## config.mk

```make
export PLATFORM = sky130hd
export DESIGN_NAME = desc_writeback_top
export DESIGN_NICKNAME = d
export VERILOG_FILES = /design/src/common/wb_pkg.sv /design/src/design/sync_fifo.sv /design/src/writeback/writeback_sequencer.sv /design/src/design/completion_irq.sv /design/src/design/desc_writeback_top.sv
export VERILOG_INCLUDE_DIRS = /design/src /design/src/common
export SDC_FILE = /design/constraint.sdc
export NUM_CORES = 2
export LEC_CHECK = 0
export BUFFER_PORTS_ARGS = -buffer_cell sky130_fd_sc_hd__buf_2
export CAP_MARGIN = 10
export CORE_ASPECT_RATIO = 1.4
export CORE_MARGIN = 8
export CORE_UTILIZATION = 60
export DETAILED_ROUTE_END_ITERATION = 6
export PLACE_DENSITY_LB_ADDON = 0.12
export SETUP_SLACK_MARGIN = 0.2
export SLEW_MARGIN = 20
export SYNTH_ARGS = -nofsm -noshare
export SYNTH_HDL_FRONTEND = slang
export SYNTH_SLANG_ARGS = --single-unit
```

## constraint.sdc

```tcl
create_clock -name clk -period 35.7 [get_ports clk]
set_input_delay 8.925 -clock clk [delete_from_list [all_inputs] [get_ports clk]]
set_output_delay 8.925 -clock clk [all_outputs]
set_load 0.02 [all_outputs]
```

## src/common/wb_settings.svh

```systemverilog
`ifndef WB_SETTINGS_SVH
`define WB_SETTINGS_SVH

// ********************************************************
// sizing of the descriptor write-back engine
// ********************************************************

// width of every host memory address, including the block addresses
// handed over by the fetch side and the readable current location
`define WB_ADDR_WIDTH 32

// log2 of the depth of both the descriptor queue and the response queue
// so each of them holds 16 entries and reports a fill level of 0 to 16
`define WB_FIFO_DEPTH_LOG2 4

// size of one merged write-back record in bytes
// each record goes out as one beat so this is also the step
// of the address counter from one write to the next
`define WB_RECORD_BYTES 32

// a descriptor block is a run of records at consecutive addresses
// which ends with the record whose descriptor has format bit 1 set
// after that record the engine moves to the next block address
// and the software side sees the jump on the current location
// only the fields that the merge uses are kept in the descriptor
// so the record fits a single 256 bit beat with room to spare

`endif

```

## src/common/wb_pkg.sv

```systemverilog
package wb_pkg;

  `include "wb_settings.svh"

  // ********************************************************
  // descriptor as dispatched to the DMA
  // ********************************************************

  // format bit 1 marks the last descriptor of its block
  typedef struct packed
  {
    logic [31:0] length;        // bytes to move
    logic [31:0] destination;   // write side address of the transfer
    logic [31:0] source;        // read side address of the transfer
    logic [15:0] sequence_num;  // lets software match records to descriptors
    logic [7:0]  control;       // passed through untouched
    logic [4:0]  reserved;
    logic        owned_by_hw;   // software hands a descriptor over by setting this
    logic [1:0]  format;
  } descriptor_t;  // 128 bits

  // ********************************************************
  // completion response from the dispatcher
  // ********************************************************

  typedef struct packed
  {
    logic        eop_irq_mask;                // interrupt when eop_arrived is set
    logic        early_termination_irq_mask;  // interrupt on early termination
    logic [7:0]  error_irq_mask;              // one enable per error bit
    logic        transfer_complete_irq_mask;  // interrupt on every completion
    logic        early_termination;
    logic        eop_arrived;                 // packet end seen on the stream
    logic [7:0]  error;
    logic [31:0] actual_bytes;                // bytes that really moved
  } response_t;  // 53 bits

  // ********************************************************
  // merged record written back to host memory
  // ********************************************************

  // the descriptor half sits in the low 128 bits just as it was fetched
  typedef struct packed
  {
    logic [85:0] padding;            // always zero
    logic        early_termination;
    logic        eop_arrived;
    logic [7:0]  error;
    logic [31:0] actual_bytes;
    logic [31:0] length;
    logic [31:0] destination;
    logic [31:0] source;
    logic [15:0] sequence_num;
    logic [7:0]  control;
    logic [4:0]  reserved;
    logic        owned_by_hw;        // cleared so software sees the descriptor back
    logic [1:0]  format;
  } wb_record_t;  // 256 bits

  // single beat write towards host memory
  typedef struct packed
  {
    logic                      write;
    logic [`WB_ADDR_WIDTH-1:0] address;
    wb_record_t                data;
  } mem_write_t;

  // states of the block FSM in the sequencer
  typedef enum logic [1:0]
  {
    idle        = 2'b00,
    load_block  = 2'b01,
    store_block = 2'b10
  } seq_state_e;

endpackage

```

## src/design/sync_fifo.sv

```systemverilog
`timescale 1ns/100ps

// show-ahead FIFO whose head entry is valid whenever empty is low
module sync_fifo
#(
  parameter int width      = 8,
  parameter int depth_log2 = 4
)
(
  input  logic                  clk,
  input  logic                  reset,
  input  logic                  flush,
  input  logic [width-1:0]      push_data,
  input  logic                  push_valid,
  output logic                  push_ready,
  input  logic                  pop,
  output logic [width-1:0]      head,
  output logic                  empty,
  output logic [depth_log2:0]   fill_level
);

  localparam logic [depth_log2:0] depth = 1 << depth_log2;  // entries in the buffer

  logic [width-1:0]      mem [depth];
  logic [depth_log2-1:0] wr_ptr;  // next slot to fill
  logic [depth_log2-1:0] rd_ptr;  // slot shown on head
  logic [depth_log2:0]   count;   // one bit wider than the pointers so full can be told from empty
  logic                  do_push;
  logic                  do_pop;

  assign push_ready = (count != depth);  // room for one more entry
  assign empty      = (count == '0);
  assign do_push    = push_valid & push_ready;
  assign do_pop     = pop & ~empty;       // a pop on an empty queue is ignored

  // ********************************************************
  // storage
  // ********************************************************

  always_ff @(posedge clk)
  begin
    if (do_push)
    begin
      mem[wr_ptr] <= push_data;
    end
  end

  assign head = mem[rd_ptr];  // read is combinational so the head shows ahead of the pop

  // ********************************************************
  // pointers and count
  // ********************************************************

  always_ff @(posedge clk)
  begin
    if (reset | flush)
    begin
      wr_ptr <= '0;
      rd_ptr <= '0;
      count  <= '0;
    end
    else
    begin
      if (do_push)
      begin
        wr_ptr <= wr_ptr + 1'b1;  // wraps at the end of the buffer
      end
      if (do_pop)
      begin
        rd_ptr <= rd_ptr + 1'b1;
      end
      case ({do_push, do_pop})
        2'b10:   count <= count + 1'b1;
        2'b01:   count <= count - 1'b1;
        default: count <= count;  // push and pop together leave the level unchanged
      endcase
    end
  end

  assign fill_level = count;

endmodule

```

## src/writeback/writeback_sequencer.sv

```systemverilog
`timescale 1ns/100ps
`include "wb_settings.svh"

module writeback_sequencer
(
  input  logic                      clk,
  input  logic                      reset,
  input  logic                      enable_store,
  input  logic                      flush,
  input  logic [`WB_ADDR_WIDTH-1:0] block_address,
  input  logic                      block_address_valid,
  output logic                      block_address_ready,
  input  wb_pkg::descriptor_t       desc_head,
  input  logic                      desc_empty,
  input  wb_pkg::response_t         resp_head,
  input  logic                      resp_empty,
  output logic                      pop,
  output wb_pkg::mem_write_t        mem_write,
  input  logic                      waitrequest,
  output logic [`WB_ADDR_WIDTH-1:0] current_location
);

  import wb_pkg::*;

  localparam logic [`WB_ADDR_WIDTH-1:0] addr_step = `WB_RECORD_BYTES;  // one record per write

  seq_state_e                state;
  logic                      write_req;        // both heads present while storing
  logic                      accept;           // memory took the write this cycle
  logic                      last_in_block;    // accepted write closes the block
  logic [`WB_ADDR_WIDTH-1:0] address_counter;
  wb_record_t                record;

  assign write_req     = (state == store_block) & ~desc_empty & ~resp_empty;
  assign accept        = write_req & ~waitrequest;
  assign last_in_block = accept & desc_head.format[1];
  assign pop           = accept;  // both queues drop their head together

  // ********************************************************
  // block FSM
  // ********************************************************

  // idle waits for a block address, load_block takes it in one cycle
  // and store_block writes records until the last one of the block
  always_ff @(posedge clk)
  begin
    if (reset | flush | ~enable_store)
    begin
      state <= idle;  // software stops and restarts the engine from here
    end
    else
    begin
      case (state)
        idle:
        begin
          if (block_address_valid)
          begin
            state <= load_block;
          end
        end
        load_block:
        begin
          state <= store_block;  // single cycle while the counter loads
        end
        store_block:
        begin
          if (last_in_block)
          begin
            // go straight on to the next block if its address is already waiting
            state <= block_address_valid ? load_block : idle;
          end
        end
        default:
        begin
          state <= idle;
        end
      endcase
    end
  end

  // the source holds block_address_valid until this strobe
  assign block_address_ready = (state == load_block);

  // ********************************************************
  // address counter
  // ********************************************************

  always_ff @(posedge clk)
  begin
    if (reset)
    begin
      address_counter <= '0;
    end
    else if (state == load_block)
    begin
      address_counter <= block_address;  // start of the new block
    end
    else if (accept)
    begin
      address_counter <= address_counter + addr_step;
    end
  end

  assign current_location = address_counter;  // readable by software

  // ********************************************************
  // merge and memory write
  // ********************************************************

  always_comb
  begin
    record                   = '0;  // padding stays zero
    record.format            = desc_head.format;
    record.owned_by_hw       = 1'b0;  // ownership goes back to software
    record.reserved          = desc_head.reserved;
    record.control           = desc_head.control;
    record.sequence_num      = desc_head.sequence_num;
    record.source            = desc_head.source;
    record.destination       = desc_head.destination;
    record.length            = desc_head.length;
    record.actual_bytes      = resp_head.actual_bytes;
    record.error             = resp_head.error;
    record.eop_arrived       = resp_head.eop_arrived;
    record.early_termination = resp_head.early_termination;
  end

  // heads and counter only move on accept so the write holds under waitrequest
  always_comb
  begin
    mem_write.write   = write_req;
    mem_write.address = address_counter;
    mem_write.data    = record;
  end

endmodule

```

## src/design/completion_irq.sv

```systemverilog
`timescale 1ns/100ps

module completion_irq
(
  input  logic              clk,
  input  logic              reset,
  input  logic              accept,        // write of the head record taken by memory
  input  wb_pkg::response_t resp_head,     // response that belongs to that record
  input  logic              sw_clear_irq,  // one cycle strobe from software
  input  logic              irq_mask,
  output logic              irq
);

  logic irq_flag;  // sticky until software clears it
  logic irq_d1;
  logic irq_d2;
  logic set_irq;

  // any enabled status bit of the completed transfer requests an interrupt
  assign set_irq = accept &
                   (resp_head.transfer_complete_irq_mask |
                    ((resp_head.error_irq_mask & resp_head.error) != 8'h00) |
                    (resp_head.early_termination_irq_mask & resp_head.early_termination) |
                    (resp_head.eop_irq_mask & resp_head.eop_arrived));

  always_ff @(posedge clk)
  begin
    if (reset)
    begin
      irq_flag <= 1'b0;
      irq_d1   <= 1'b0;
      irq_d2   <= 1'b0;
    end
    else
    begin
      if (sw_clear_irq)
      begin
        irq_flag <= 1'b0;  // clear wins over a set in the same cycle
      end
      else if (set_irq)
      begin
        irq_flag <= 1'b1;
      end
      irq_d1 <= irq_flag;  // two stages give the record time to land in memory
      irq_d2 <= irq_d1;
    end
  end

  assign irq = irq_d2 & irq_mask;  // the mask acts at once

endmodule

```

## src/design/desc_writeback_top.sv

```systemverilog
`timescale 1ns/100ps
`include "wb_settings.svh"

module desc_writeback_top
(
  input  logic                          clk,
  input  logic                          reset,
  output wb_pkg::mem_write_t            mem_write,
  input  logic                          waitrequest,
  input  logic [`WB_ADDR_WIDTH-1:0]     block_address,
  input  logic                          block_address_valid,
  output logic                          block_address_ready,
  input  wb_pkg::descriptor_t           descriptor,
  input  logic                          descriptor_valid,
  output logic                          descriptor_ready,
  input  wb_pkg::response_t             response,
  input  logic                          response_valid,
  output logic                          response_ready,
  output logic                          irq,
  input  logic                          sw_clear_irq,
  input  logic                          irq_mask,
  input  logic                          enable_store,
  input  logic                          flush,
  output logic [`WB_ADDR_WIDTH-1:0]     current_location,
  output logic [`WB_FIFO_DEPTH_LOG2:0]  descriptor_fill_level,
  output logic [`WB_FIFO_DEPTH_LOG2:0]  response_fill_level
);

  import wb_pkg::*;

  descriptor_t desc_head;   // oldest dispatched descriptor
  response_t   resp_head;   // oldest completion response
  logic        desc_empty;
  logic        resp_empty;
  logic        pop;         // accept strobe of the memory write

  // ********************************************************
  // queues for descriptors in flight and their responses
  // ********************************************************

  sync_fifo #(
    .width      ($bits(descriptor_t)),
    .depth_log2 (`WB_FIFO_DEPTH_LOG2)
  ) u_desc_fifo (
    .clk        (clk),
    .reset      (reset),
    .flush      (flush),
    .push_data  (descriptor),
    .push_valid (descriptor_valid),
    .push_ready (descriptor_ready),
    .pop        (pop),
    .head       (desc_head),
    .empty      (desc_empty),
    .fill_level (descriptor_fill_level)
  );

  sync_fifo #(
    .width      ($bits(response_t)),
    .depth_log2 (`WB_FIFO_DEPTH_LOG2)
  ) u_resp_fifo (
    .clk        (clk),
    .reset      (reset),
    .flush      (flush),
    .push_data  (response),
    .push_valid (response_valid),
    .push_ready (response_ready),
    .pop        (pop),      // pops in step with the descriptor queue
    .head       (resp_head),
    .empty      (resp_empty),
    .fill_level (response_fill_level)
  );

  // ********************************************************
  // record writer and interrupt
  // ********************************************************

  writeback_sequencer u_sequencer (
    .clk                 (clk),
    .reset               (reset),
    .enable_store        (enable_store),
    .flush               (flush),
    .block_address       (block_address),
    .block_address_valid (block_address_valid),
    .block_address_ready (block_address_ready),
    .desc_head           (desc_head),
    .desc_empty          (desc_empty),
    .resp_head           (resp_head),
    .resp_empty          (resp_empty),
    .pop                 (pop),
    .mem_write           (mem_write),
    .waitrequest         (waitrequest),
    .current_location    (current_location)
  );

  completion_irq u_irq (
    .clk          (clk),
    .reset        (reset),
    .accept       (pop),
    .resp_head    (resp_head),
    .sw_clear_irq (sw_clear_irq),
    .irq_mask     (irq_mask),
    .irq          (irq)
  );

endmodule

```

# Word level (Yosys, flattened, before mapping)
# Memory sizes are Yosys's and may differ from the RTL's. A register that Yosys moved wholly into a read port is not among the register bits.
# Index checks and enable logic that the tools add are counted.
# op_classes
addsub,9
n_mul,0
div,0
magnitude_cmp,0
eq_ne,10
n_shift,0
muxes,16
bitwise,22
n_reduce_logical,9
# op_table
op,count
$mux 32,2
$add 32x6->32 const B,1
$pmux 5 s2,2
$add 4x1->4 const B,4
$mux 4,4
$and 1x1->1,12
$add 5x1->5 const B,2
$logic_not 5->1,2
$ne 5x5->1 const B,2
$sub 5x1->5 const B,2
$and 8x8->8,1
$reduce_bool 8->1,1
$eq 2x1->1 const B,3
$eq 2x2->1 const B,3
$pmux 2 s3,1
$reduce_bool 2->1,3
$mux 1,5
$or 1x1->1,5
$mux 2,2
$not 1->1,4
$logic_not 2->1,1
$ne 2x1->1 const B,1
$ne 2x2->1 const B,1
$reduce_and 2->1,1
$reduce_or 2->1,1
# totals
register_bits,63
latch_bits,0
mem_bits_rw,2896
romBits,0
out_inout_bits,335
word_cells,79
memories,2
# memory_table
name,depth,word_bits,read_ports,rd_clocked_by_memory_dff,wr,line_no,source
u_desc_fifo.mem,16,128,1,1,1,sync_fifo.sv:24,logic [width-1:0] mem [depth];
u_resp_fifo.mem,16,53,1,1,1,sync_fifo.sv:24,

# Logic depth before layout (Yosys ltp)
# depth
ltp_word,8
depth_mapped,16
mapped_depth_nobuf,13

# Modules after synthesis
# From an unflattened synthesis, not the netlist that was laid out.
# hier_totals
hier_cells,5062
area_unflattened_um2,114720.0
# by_module_without_submodules
mod,n_inst,cells_per_inst,area_each_um2,seq_area_each_um2
sync_fifo (u_desc_fifo),1,3118,77982.3,61839.3
sync_fifo (u_resp_fifo),1,1425,32672.6,25804.7
writeback_sequencer,1,505,3918.8,680.7
completion_irq,1,14,146.4,60.1

# Worst setup path before layout
# Ideal clock, no wire load.
# synth_timing
path_kind,input-to-reg
startpoint,input port descriptor_valid
endpoint,"memory u_desc_fifo.mem[3][0] (netlist bit), enable pin"
arrival_time_ns,18.049
path_slack_ns,16.883
cell_stages,4
n_path_buf,1
cell_sequence,and2_1 -> clkbuf_1 -> nand2_1 -> nor3_1
# synth_between
elab_chain_cells,3
# synth_lines
element,line_no,source
from (decl),desc_writeback_top.sv:14,"input logic descriptor_valid,"
$and 1x1->1,sync_fifo.sv:33,assign do_push = push_valid & push_ready;
$mux 1,sync_fifo.sv:42,if (do_push)
$mux 1 (implied by the code),sync_fifo.sv:44,mem[wr_ptr] <= push_data;
to (decl),sync_fifo.sv:24,
# Every way passes these cells.

# Worst setup path in the final report
# layout_timing
startpoint,input port irq_mask
endpoint,output port irq
# layout_between
elab_chain_cells,1
# layout_lines
element,line_no,source
from (decl),desc_writeback_top.sv:21,"input logic irq_mask,"
$and 1x1->1,completion_irq.sv:49,assign irq = irq_d2 & irq_mask;
to (decl),desc_writeback_top.sv:19,"output logic irq,"
# Every way passes these cells.

==> impl_metrics.toml <==
[critical_path]
timing.critical_path.fanout_max = 1
worst_ep_required_time_ns = 26.77
crit_type = "in -> out"
worstSetupEndpointType = "output pin"
startpoint_type = "input pin"
worstPathArrival_ns = 9.32
ff2ff_path_depth = 7

[clock_network]
cts-htree-levels = 5
cts_tree = "yes"
cts_hold_buf = 0
cts.clk_slew.worst_paths_ns = 0.06
number_of_cts_inserted_buffers = 278
clock-sinks = 2951
clkLatencyLatePin_ns = 0.83
longest_clk_path_bufs = 4
cts-resized-gates = 0
post-cts-setup-buffers = 0
cts-root-buf = "clkbuf_16"

[global_route]
grt-ovfl-total = 0
track_usage = 0.241
grt_pass1_wl_um = 356000
grt_pass1_vias = 52130
grt_max_degree = 162
antenna_violations_before_repair = 74

[die]
num_rows = 188
die_w_um = 382
initial_utilization = 0.602
design.core.area_um2 = 187000
design.die.area_um2 = 202000
die_h_um = 529
io_pins = 558

[drt]
drcViolationCount = 0
antenna_violating_nets_post_route = 0
initialDrtViolationCount = 4395
wl_um = 246000
vias = 49946
post_drt_via_cell_ratio = 6.31
drt-wirelength-per-cell_um = 31.0
detailedRoute.firstPassIterationCount = 5

[sta]
max_clock_freq_mhz = 54.8
final-hold-violation-count = 0
max_slew_margin = 0.253
clock_skew_ns = 0.0414
grt_setup_unrepaired = "no"
finalMaxSlewViolations = 0
tns_ns = 0
fin_crit_sh = 0.511
max_slew.worst_pin.slew_ns = 1.12
layout_min_cycle_time_ns = 18.25
number_of_failing_setup_endpoints_in_the_final_timing_report = 0

[finish]
final_cell_count_no_fill = 7915
fillerInstances = 11729
leading_cell_type_in_the_layout_fill_and_taps_excluded = "edfxtp_1"
layout.cells.most_common_list = "edfxtp_1, mux4_2, buf_2"
multiInputGateArea_um2 = 23200
area_growth_pct = 11.9
seqCellArea_um2 = 87900
num-nets-final = 5444
layout-drive-gt1-share = 0.340

[pwr]
power-per-cell-area_nw_per_um2 = 53.8
power.ir.vdd_worst_mv = 0.0503
power.leakage_uw = 0.0388

[synthesis]
synthDistinctLibCells = 62
yosys.area.top_type_share = 0.768
yosys_most_used_dff = "edfxtp_1"
synth_seq_area_share = 0.781
share_of_flip_flops_with_an_asynchronous_set_or_reset = 0
synth_edf_count = 2880
yosys_warnings = 0
postSynthCellCount = 4630
yosysTopAreaCell = "edfxtp_1"
top_cells_by_area_synth = "edfxtp_1, mux4_2, dfxtp_1"
syn_area_per_cell_um2 = 24.3
postSynthRegisterBits = 2951
syn-cell-area_um2 = 113000

[run_status]
outcome = "completed"

[placed_design]
portBuffers = 469
placedCellCount = 7392
gp_congestion = 0.748
place_hpwl_um = 129000

[worst_hold_path]
timing.hold.worst_path_depth = 1
worst_hold_path_type = "reg -> reg"

[flow_run]
max_cap_viol_count = 0
-- per-stage QoR --
stage | setup WS (ns) | hold slack, ns | utilization | power, uW | instance area, um2
6_report | 17.45 | 0.446 | 0.674 | 6780 | 126000
5_1_grt | 17.45 | 0.479 | 0.673 | 6970 | 126000
4_1_cts | 17.46 | 0.446 | 0.673 | 6840 | 126000
3_5_place_dp | 17.46 | 0.436 | 0.628 | 4060 | 117000
3_3_place_gp | 17.46 | 0.420 | 0.627 | 4060 | 117000
2_1_floorplan | 16.88 | 0.406 | - | 3990 | 113000
-- cells in the mapped netlist (4+ instances only) --
cell type  count
nor2b_1       12
nand2_1       41
nor2_1        91
or3_1          4
clkbuf_1     113
a211oi_1      35
nand2b_1       6
buf_6          6
o21ai_0        7
xor2_1        35
mux2i_1       67
buf_2         87
buf_1         12
dfxtp_1       71
ha_1          18
buf_4        136
nor3_1        12
a21oi_1       25
nand3_1       14
inv_1         11
and2_1         4
nand4_1        9
edfxtp_1    2880
mux4_2       869
xnor2_1       11
o22ai_1        8
-- final timing paths --
| kind | from | end | slack (ns) |
|---|---|---|---|
| worst max-delay path | irq_mask | irq | 17.45 |
| worst min-delay path | u_sequencer.state[0] | u_sequencer.state[0] | 0.45 |
| worst max register to register | u_desc_fifo.fill_level[1] | u_desc_fifo.mem[15][100] | 31.24 |
| worst min register to register | u_sequencer.state[0] | u_sequencer.state[0] | 0.45 |
-- cell type report --
| cell class | count | share of cell area |
|---|---|---|
| repair buffers | 564 | 0.0255 |
| clock buffers | 357 | 0.0585 |
| diodes | 41 | 0.000814 |
| well taps | 2470 | 0.0245 |
| clock inverters | 124 | 0.00850 |
| multi-input cells | 1396 | 0.184 |
| flip-flops and latches | 2951 | 0.698 |
| inverters | 12 | 0.000358 |
-- cell families (layout without fill, tap and decap cells) --
| group | count (synthesis) | in the layout | share of synthesized area |
|---|---|---|---|
| compound gates | 91 | 91 | 0.00558 |
| xor+xnor | 46 | 46 | 0.00358 |
| fa+ha+maj | 18 | 18 | 0.00200 |
| buf+inv | 369 | 1057 | 0.0184 |
| flops | 2951 | 2951 | 0.781 |
| mux | 936 | 936 | 0.180 |
| other cells | 1 | 128 | 0.0000333 |
| simple gates | 218 | 218 | 0.00982 |
-- power breakdown --
| group | internal [uW] | switching, uW | total, uW | leakage [uW] |
|---|---|---|---|---|
| Combinational | 45.4 | 113 | 159 | 0.00808 |
| Clock | 1580 | 1210 | 2790 | 0.00410 |
| Sequential | 3820 | 6.73 | 3830 | 0.0266 |
-- layer usage --
layer / track usage / up-vias / part of all wire
li1: - / 20806 / -
met1: 0.316 / 27117 / 0.38
met2: 0.408 / 1576 / 0.51
met3: 0.0709 / 389 / 0.085
met4: 0.0498 / 58 / 0.018
met5: 0 / - / 0.0014
-- state kept, by name (all words and copies together) (netlist names), named ones only --
register / count
u_resp_fifo.rd_ptr: 4
u_desc_fifo.wr_ptr: 4
u_irq.irq_d1: 1
u_desc_fifo.fill_level: 5
u_irq.irq_d2: 1
u_resp_fifo.wr_ptr: 4
u_sequencer.state: 2
u_desc_fifo.mem: 2032
u_resp_fifo.fill_level: 5
u_sequencer.current_location: 32
u_desc_fifo.rd_ptr: 4
u_resp_fifo.mem: 848
u_irq.irq_flag: 1
-- critical path, stage by stage --
cell and delay [ns]:
buf_2 0.10, and2_1 0.14, buf_2 0.16
(Power assumes the default switching activity.)
